File: config.mk
export PLATFORM = sky130hd
export DESIGN_NAME = exu_bru
export DESIGN_NICKNAME = d
export VERILOG_FILES = /design/src/source/exu_isa_pkg.sv /design/src/source/exu_op_pkg.sv /design/src/source/exu_bru.sv
export SDC_FILE = /design/constraint.sdc
export NUM_CORES = 1
export LEC_CHECK = 0
export BUFFER_PORTS_ARGS = -buffer_cell sky130_fd_sc_hd__buf_2
export CAP_MARGIN = 20
export CORE_MARGIN = 3
export CORE_UTILIZATION = 51
export DETAILED_ROUTE_END_ITERATION = 7
export GPL_TIMING_DRIVEN = 0
export PLACE_DENSITY_LB_ADDON = 0.15
export SYNTH_ARGS = -nofsm -noshare
export SYNTH_HDL_FRONTEND = slang
export SYNTH_SLANG_ARGS = --single-unit
File: constraint.sdc
create_clock -name vclk -period 5.4
set_clock_uncertainty 0.05 [all_clocks]
set_input_delay 0 -clock vclk [all_inputs]
set_output_delay 0 -clock vclk [all_outputs]
set_load 0.1 [all_outputs]
File: src/source/exu_isa_pkg.sv
`default_nettype none

// machine word, register number and instruction address
package exu_isa_pkg;

   // one 32-bit data word
   typedef logic [31:0] word_t;

   // architectural register number, r0 reads as zero
   typedef logic [4:0] reg_idx_t;

   // byte address of an instruction
   typedef logic [31:0] pc_t;

   // return address is the next sequential instruction
   localparam word_t LINK_OFFSET = 32'd4;

endpackage

`default_nettype wire

File: src/source/exu_op_pkg.sv
`default_nettype none

// decoded controls handed over by the fetch side
package exu_op_pkg;

   // unit steering for an issued instruction
   typedef enum logic [1:0] {
      UNIT_NONE,
      UNIT_ALU,
      UNIT_BRU,
      UNIT_MUL
   } unit_e;

   typedef enum logic [3:0] {
      ALU_ADD,
      ALU_SUB,
      ALU_SLT,
      ALU_SLTU,
      ALU_AND,
      ALU_OR,
      ALU_NOR,
      ALU_XOR,
      ALU_SLL,
      ALU_SRL,
      ALU_SRA,
      ALU_LUI
   } alu_op_e;

   typedef enum logic [3:0] {
      BRU_BEQ,
      BRU_BNE,
      BRU_BLT,
      BRU_BGE,
      BRU_BLTU,
      BRU_BGEU,
      BRU_B,
      BRU_BL,
      BRU_JIRL
   } bru_op_e;

   // low word, signed high word, unsigned high word
   typedef enum logic [1:0] {
      MUL_W,
      MULH_W,
      MULH_WU
   } mul_op_e;

endpackage

`default_nettype wire

File: src/source/exu_bru.sv
`timescale 1ns/1ns
`default_nettype none

module exu_bru (
   input  logic                valid,
   input  exu_op_pkg::bru_op_e op,
   input  exu_isa_pkg::word_t  a,
   input  exu_isa_pkg::word_t  b,
   input  exu_isa_pkg::pc_t    pc,
   input  exu_isa_pkg::word_t  offset,
   output exu_isa_pkg::pc_t    target,
   output logic                taken,
   output exu_isa_pkg::word_t  link,
   output logic                wen
);

   import exu_isa_pkg::*;
   import exu_op_pkg::*;

   logic cond;

   always_comb begin
      case (op)
         BRU_BEQ:  cond = a == b;
         BRU_BNE:  cond = a != b;
         BRU_BLT:  cond = $signed(a) < $signed(b);
         BRU_BGE:  cond = $signed(a) >= $signed(b);
         BRU_BLTU: cond = a < b;
         BRU_BGEU: cond = a >= b;
         BRU_B, BRU_BL, BRU_JIRL: cond = 1'b1;
         default:  cond = 1'b0;
      endcase
   end

   assign taken  = valid & cond;
   // register jump is relative to rj and everything else to pc
   assign target = (op == BRU_JIRL) ? a + offset : pc + offset;
   assign link   = pc + LINK_OFFSET;
   assign wen    = valid & (op == BRU_BL || op == BRU_JIRL);

endmodule

`default_nettype wire

==> flow_metrics.py, run 1 <==
metrics = {
    "sta": {
        "drv_slew": 0,
        "tns_ns": 0,
        "worstMarginPinSlew_ns": 0.999,
        "layout_setup_ws_ns": 0.679,
        "period_needed_ns": 4.72,
        "hold_violations": 0,
        "post-route-period-util_pct": 87.4,
        "setup_viol": 0,
        "rsz0062_at_grt": "false",
        "fmax_ghz": 0.212,
        "relSlewSlack_pct": 33.2,
    },
    "logic_synthesis": {
        "synth-compound-area-share_pct": 26.3,
        "syn_inst": 459,
        "synth-adder-area-share_pct": 23.7,
        "synth_top_family_by_area": "compound AO/OA/AOI/OAI gates",
        "yosys-top-cells-area": "ha_1, xnor2_1, mux2_2, a21oi_1, a21o_1",
        "ys_warn_count": 0,
        "yosysSeqAreaShare_pct": 0,
        "synth_most_common_cell": "ha_1",
        "synth_mux_area_share_pct": 11.3,
        "synth-xor-area-share_pct": 14.2,
        "synth_area_leader_cell": "ha_1",
        "netlist_area_um2": 3470,
        "avgSynthCellArea_um2": 7.55,
        "yosysUniqueCellTypes": 59,
        "yosys.area_share.simple_pct": 18.6,
        "synth_commonest_cells": "ha_1, inv_1, a21oi_1",
        "synth_nets": 657,
        "synth_top_area_share_pct": 23.1,
    },
    "route": {
        "routed_wl_mm": 11.5,
        "drtIter0Drc": 174,
        "vias": 4225,
        "vias_per_cell": 5.75,
        "avgRoutedWirePerCell_um": 15.7,
        "ant_nets": 0,
        "drcViolationCount": 0,
        "first_pass_iters": 5,
    },
    "placed_design": {
        "gp_congestion": 0.926,
        "io_buffers": 199,
        "dp_hpwl_mm": 10.2,
        "dp_cells": 735,
        "dp_slack_ns": 0.668,
    },
    "final_layout": {
        "n_antenna_cell": 0,
        "seqCellArea_um2": 0,
        "drive_above_1_share_pct": 36.8,
        "syn2layout_area_growth_pct": 31.5,
        "final_cell_count_no_fill": 735,
        "nets": 858,
        "n_clock_buffer": 0,
        "flops_and_latches": 0,
    },
    "worst_setup_path": {
        "path_max_fanout": 10,
        "cpPeakStageDelay_ns": 0.87,
        "crit_path_end_kind": "primary output",
        "cp_cell_sequence": "buf_2, nor4b_2, clkbuf_1, mux2_2, ha_1, a21o_1, a31o_1, a221oi_2, o21ai_2, o41ai_4, o31ai_2, a31oi_1, xnor2_1, buf_2",
        "worstSetupPathType": "input pin to primary output",
        "worst_path_max_delay_cell": "nor4b_2",
        "start_kind": "input pin",
        "arrival_ns": 4.67,
        "required_ns": 5.35,
        "crit_top_cell": "buf_2",
    },
    "grt": {
        "grt_max_degree": 11,
        "grt.overflow.total": 0,
        "grt_util_all_layers_pct": 27.3,
        "grt_pass1_wl_mm": 17.5,
        "grt_pass1_vias": 3901,
        "antenna_found_initial": 0,
    },
    "clock_tree": {
        "cts_setup_buffers": 0,
        "ctsResizeCount": 0,
        "hold_buffers": 0,
    },
    "floorplan": {
        "coreArea_um2": 6460,
        "io_pins": 199,
        "dieArea_um2": 7820,
        "dieHeight_um": 88.4,
        "std_cell_rows": 29,
        "die_w_um": 88.4,
        "start_util_pct": 53.7,
    },
    "power": {
        "vdd_drop_max_uv": 276,
        "p_per_area_nw_per_um2": 228,
        "leakage_nw": 2.45,
    },
    "job": {
        "drv_cap": 0,
    },
    "worst_hold_path": {
        "hold_path.class": "input pin to primary output",
    },
    "outcome": {
        "outcome": "finished, final reports clean",
    },
}
critical path, delay by kind of cell:
kind            cells  cell delay (ns)
compound gates      7             1.78
buf+inv             3             1.09
simple gates        1             0.87
mux                 1             0.40
fa+ha+maj           1             0.37
xor+xnor            1             0.15
placed cells by master (no fill, tap or decap), types with 16 or more instances in the layout:
| master | instances |
|---|---|
| buf_2 | 199 |
| nand3_1 | 17 |
| inv_1 | 44 |
| a21oi_1 | 42 |
| xor2_1 | 16 |
| nor2_1 | 22 |
| ha_1 | 64 |
| nand2_1 | 29 |
| a21o_1 | 25 |
| xnor2_1 | 40 |
| mux2_2 | 31 |
metrics by stage:
step | hold slack (ns) | utilization, % | area, um^2 | power (mW)
4_1_cts | 0.401 | 70.6 | 4560 | 1.03
2_1_floorplan | 0.162 | - | 3470 | 0.837
5_1_grt | 0.416 | 70.6 | 4560 | 1.09
3_5_place_dp | 0.397 | 70.6 | 4560 | 1.03
3_3_place_gp | 0.395 | 70.6 | 4560 | 1.02
6_report | 0.400 | 70.6 | 4560 | 1.04
kinds of logic after synthesis:
kind of cell | count (synthesis)
compound gates | 128
xor+xnor | 56
fa+ha+maj | 65
buf+inv | 53
mux | 35
simple gates | 122
final cells by class:
cell class                      count  area [um^2]
Fill cell                         591         1900
Inverter                           44          165
Multi-Input combinational cell    406         3260
Tap cell                           77         96.3
Timing Repair Buffer              199          996
Buffer                              9         41.3
final timing paths:
path,startpoint,endpoint,slack [ns],cells past startpoint
worst max-delay path,op[1],target[27],0.68,14
worst min-delay path,pc[25],link[25],0.40,3
metal layers:
layer  vias up  GRT usage, %  part of all wire [%]
met5         -             0                     0
met4         0          4.53                   1.6
met3        18          1.68                   7.0
met2       176          48.5                    48
met1      1922          36.6                    44
li1       2109             -                     -
power by group:
group          switching, mW  internal, mW  total, mW
combinational          0.794         0.244       1.04
clock                      0             0          0
sequential                 0             0          0
total                  0.794         0.244       1.04
Power figures use the tool's default switching activity.
==> run 2, diff against run 1 <==
- RECOVER_POWER: default -> 25
==> run 2 against run 1 <==
  * Worst hold slack about the same
  * Utilization fell by 0.31 points
  * Critical path depth did not move
  * Wire length decreased by 0.23%
  * Via count down 0.14%
  * Worst setup slack improved by 0.0054 ns
  * Cell area is 0.44% lower
  * First-iteration DRC count increased by 4.0%
  * Count of clock-buffer cells in the layout did not move
  * Combinational power is essentially flat
  * Sequential share of layout area is the same
==> flow_metrics.py, run 2 (synthesis gave the netlist of run 1 again) <==
metrics = {
    "outcome": {
        "outcome": "finished, final reports clean",
    },
    "placed_design": {
        "gp_congestion": 0.926,
        "dp_slack_ns": 0.668,
        "io_buffers": 199,
        "place_area_um2": 4560,
        "dp_hpwl_mm": 10.2,
        "dp_cells": 735,
    },
    "floorplan": {
        "start_util_pct": 53.7,
        "dieHeight_um": 88.4,
        "die_w_um": 88.4,
        "coreArea_um2": 6460,
        "std_cell_rows": 29,
        "dieArea_um2": 7820,
        "io_pins": 199,
    },
    "grt": {
        "grt_pass1_wl_mm": 17.5,
        "grt_max_degree": 11,
        "antenna_found_initial": 0,
        "grt_pass1_vias": 3901,
        "use_met2_pct": 48.5,
        "gr-usage-met3_pct": 1.68,
        "grt.overflow.total": 0,
        "grt-busiest-layer": "met2",
        "use_met1_pct": 36.6,
        "grt_util_all_layers_pct": 27.3,
    },
    "route": {
        "routed_wl_mm": 11.5,
        "drtIter0Drc": 181,
        "first_pass_iters": 5,
        "drcViolationCount": 0,
        "ant_nets": 0,
        "avgRoutedWirePerCell_um": 15.6,
        "vias": 4219,
        "vias_per_cell": 5.74,
    },
    "final_layout": {
        "final_cell_count_no_fill": 735,
        "final_cell_mix": "buf_2, ha_1, inv_1",
        "flops_and_latches": 0,
        "nets": 858,
        "n_antenna_cell": 0,
        "final_common_cell": "buf_2",
        "drive_above_1_share_pct": 34.3,
        "n_clock_buffer": 0,
        "stdcell_area_um2": 4540,
        "multi_input_area_um2": 3260,
        "seqCellArea_um2": 0,
        "nFillCells": 596,
        "syn2layout_area_growth_pct": 30.9,
    },
    "sta": {
        "post-route-period-util_pct": 87.3,
        "setup_viol": 0,
        "hold_violations": 0,
        "period_needed_ns": 4.72,
        "worstMarginPinSlew_ns": 1.19,
        "drv_slew": 0,
        "layout_setup_ws_ns": 0.684,
        "rsz0062_at_grt": "false",
        "fmax_ghz": 0.212,
        "tns_ns": 0,
        "relSlewSlack_pct": 21.0,
    },
    "clock_tree": {
        "ctsResizeCount": 0,
        "cts_setup_buffers": 0,
        "hold_buffers": 0,
    },
    "worst_setup_path": {
        "worst_path_max_delay_cell": "nor4b_2",
        "required_ns": 5.35,
        "worstSetupPathType": "input pin to primary output",
        "path_max_fanout": 10,
        "crit_top_cell": "buf_2",
        "crit_path_end_kind": "primary output",
        "cpPeakStageDelay_ns": 0.87,
        "start_kind": "input pin",
        "cp_cell_sequence": "buf_2, nor4b_2, clkbuf_1, mux2_2, ha_1, a21o_1, a31o_1, a221oi_2, o21ai_2, o41ai_4, o31ai_2, a31oi_1, xnor2_1, buf_2",
        "arrival_ns": 4.67,
    },
    "power": {
        "leakage_nw": 2.41,
        "p_per_area_nw_per_um2": 228,
        "p_total_mw": 1.04,
        "vdd_drop_max_uv": 275,
    },
    "job": {
        "drv_cap": 0,
    },
    "worst_hold_path": {
        "hold_path.class": "input pin to primary output",
    },
}
-- run 2: changes by cell type in the layout (fill, tap and decap cells not counted) --
cell | before | now
buf_2 | 199 | 183
clkbuf_1 | 7 | 23
-- run 2: per-stage QoR --
| stage | hold WS [ns] | utilization (%) |
|---|---|---|
| global route | 0.416 | 70.3 |
| floorplan | 0.162 | - |
| global placement | 0.395 | 70.6 |
| finish | 0.399 | 70.3 |
| CTS | 0.401 | 70.6 |
| detailed placement | 0.397 | 70.6 |
-- run 2: worst paths after layout --
check | startpoint | end | slack (ns) | cells after the start
worst max-delay path | op[1] | target[27] | 0.68 | 14
worst min-delay path | pc[25] | link[25] | 0.40 | 3
-- run 2: cell type report --
type	count	area share [%]
timing repair buffer	199	21.5
buffer	9	0.910
inverter	44	3.64
tap	77	2.12
multi-input combinational	406	71.8
-- run 2: routing by layer --
layer	routed length [um]	vias to the layer above
met3	820	18
met4	184	0
li1	-	2110
met5	0	-
met2	5490	172
met1	4990	1919
-- run 2: report_power, final --
part | internal (mW) | leakage [nW] | switching (mW)
clock network | 0 | 0 | 0
logic | 0.242 | 2.41 | 0.794
registers | 0 | 0 | 0
total | 0.242 | 2.41 | 0.794
-- run 2: worst max-delay path, delay by kind of cell --
kind | cells | cell delay [ns]
multiplexers | 1 | 0.40
AO/OA/AOI/OAI | 7 | 1.78
XOR/XNOR | 1 | 0.15
AND/OR/NAND/NOR | 1 | 0.87
buffers and inverters | 3 | 1.09
adder cells (fa/ha/maj) | 1 | 0.37
==> run 3, diff against run 2 <==
- PLACE_DENSITY_LB_ADDON: 0.15 -> 0.25
==> run 3 against run 2 <==
  * Critical path depth is the same
  * Via count grew 1.1%
  * Die area is the same
  * Sequential cell count is the same
  * First-iteration DRC count shrank 14%
  * Final cell count is the same
  * Sequential share of layout area is the same
  * Maximum frequency grew 0.80%
  * Global-route usage grew 0.41 points
  * Utilization is the same
  * Count of clock-buffer cells in the layout is the same
  * Combinational power is essentially flat
==> flow_metrics.py, run 3 (synthesis gave the netlist of run 1 again) <==
metrics = {
    "sta": {
        "holdWs_ns": 0.404,
        "post-route-period-util_pct": 86.6,
        "relSlewSlack_pct": 21.7,
        "tns_ns": 0,
        "drv_slew": 0,
        "worstMarginPinSlew_ns": 1.18,
        "fmax_ghz": 0.214,
        "hold_violations": 0,
        "setup_viol": 0,
        "rsz0062_at_grt": "false",
        "period_needed_ns": 4.68,
    },
    "final_layout": {
        "final_cell_mix": "buf_2, ha_1, inv_1",
        "nFillCells": 568,
        "drive_above_1_share_pct": 34.3,
        "multi_input_area_um2": 3260,
        "syn2layout_area_growth_pct": 30.9,
        "n_clock_buffer": 0,
        "flops_and_latches": 0,
        "final_common_cell": "buf_2",
        "seqCellArea_um2": 0,
        "nets": 858,
        "n_antenna_cell": 0,
    },
    "clock_tree": {
        "cts_setup_buffers": 0,
        "ctsResizeCount": 0,
        "hold_buffers": 0,
    },
    "power": {
        "vdd_drop_max_uv": 288,
        "p_per_area_nw_per_um2": 228,
        "p_total_mw": 1.04,
        "power_frac_clock_pct": 0,
        "p_int_mw": 0.242,
        "power_frac_comb_pct": 100.0,
        "switchingPower_mw": 0.794,
        "sw_frac_of_total_pct": 76.6,
        "power_frac_seq_pct": 0,
        "leakage_nw": 2.41,
    },
    "grt": {
        "grt_util_all_layers_pct": 27.7,
        "grt_pass1_vias": 4045,
        "grt_pass1_wl_mm": 17.9,
        "antenna_found_initial": 0,
        "grt.overflow.total": 0,
        "grt_max_degree": 11,
    },
    "route": {
        "vias": 4267,
        "routed_wl_mm": 11.6,
        "ant_nets": 0,
        "vias_per_cell": 5.81,
        "drtIter0Drc": 155,
        "first_pass_iters": 5,
        "drcViolationCount": 0,
        "avgRoutedWirePerCell_um": 15.8,
    },
    "outcome": {
        "outcome": "finished, final reports clean",
    },
    "worst_setup_path": {
        "path_max_fanout": 10,
        "crit_path_end_kind": "primary output",
        "worstSetupPathType": "input pin to primary output",
        "cpPeakStageDelay_ns": 0.80,
        "crit_start": "op[0]",
        "cp_cell_sequence": "buf_2, nor4b_2, clkbuf_1, mux2_2, ha_1, a21o_1, a31o_1, a221oi_2, o21ai_2, o41ai_4, o31a_1, a211o_1, xnor2_1, buf_2",
        "crit_top_cell": "buf_2",
        "start_kind": "input pin",
        "required_ns": 5.35,
        "arrival_ns": 4.63,
        "worst_path_max_delay_cell": "nor4b_2",
    },
    "placed_design": {
        "io_buffers": 199,
        "dp_hpwl_mm": 10.2,
        "gp_congestion": 0.907,
    },
    "floorplan": {
        "start_util_pct": 53.7,
        "std_cell_rows": 29,
        "die_w_um": 88.4,
        "io_pins": 199,
        "coreArea_um2": 6460,
        "dieArea_um2": 7820,
        "dieHeight_um": 88.4,
    },
    "worst_hold_path": {
        "hold_path.class": "input pin to primary output",
        "worstHoldStart": "pc[17]",
    },
    "job": {
        "drv_cap": 0,
    },
}
run 3: cell counts in the layout (fill, tap and decap cells not counted):
Identical to the previous run, type by type.
run 3: worst paths after layout:
| path | depth (start not counted) | slack (ns) | end |
|---|---|---|---|
| setup / recovery | 14 | 0.72 | target[25] |
| hold / removal | 3 | 0.40 | link[17] |
run 3: area by class of cell:
class / count / area share, %
plain buffers: 9 / 0.910
multi-input cells: 406 / 71.8
repair buffers: 199 / 21.5
well taps: 77 / 2.12
inverters: 44 / 3.64
run 3: power groups by stage:
stage                     clock network, mW  registers [mW]  logic [mW]
after detailed placement                  0               0        1.03
after global placement                    0               0        1.02
after global routing                      0               0        1.09
after CTS                                 0               0        1.03
final                                     0               0        1.04
after floorplan                           0               0       0.837
run 3: worst max-delay path, delay by kind of cell:
| kind | cells | cell delay [ns] |
|---|---|---|
| compound gates | 7 | 1.76 |
| buf+inv | 3 | 1.13 |
| simple gates | 1 | 0.80 |
| mux | 1 | 0.40 |
| fa+ha+maj | 1 | 0.37 |
| xor+xnor | 1 | 0.16 |
run 3: per-stage QoR:
step	setup WS [ns]	cell area (um^2)	cells	util (%)
after detailed placement	0.739	4560	735	70.6
after floorplan	0.715	3470	459	-
after global routing	0.400	4540	735	70.3
after global placement	0.792	4560	735	70.6
after CTS	0.739	4560	735	70.6
final	0.722	4540	735	70.3
run 3: metal layers:
metal	global-route usage, %	share of wire (%)	vias to the layer above
met4	6.59	2.3	0
li1	-	-	2108
met5	0	0	-
met3	2.89	8.2	20
met1	34.7	42	1943
met2	50.4	48	196
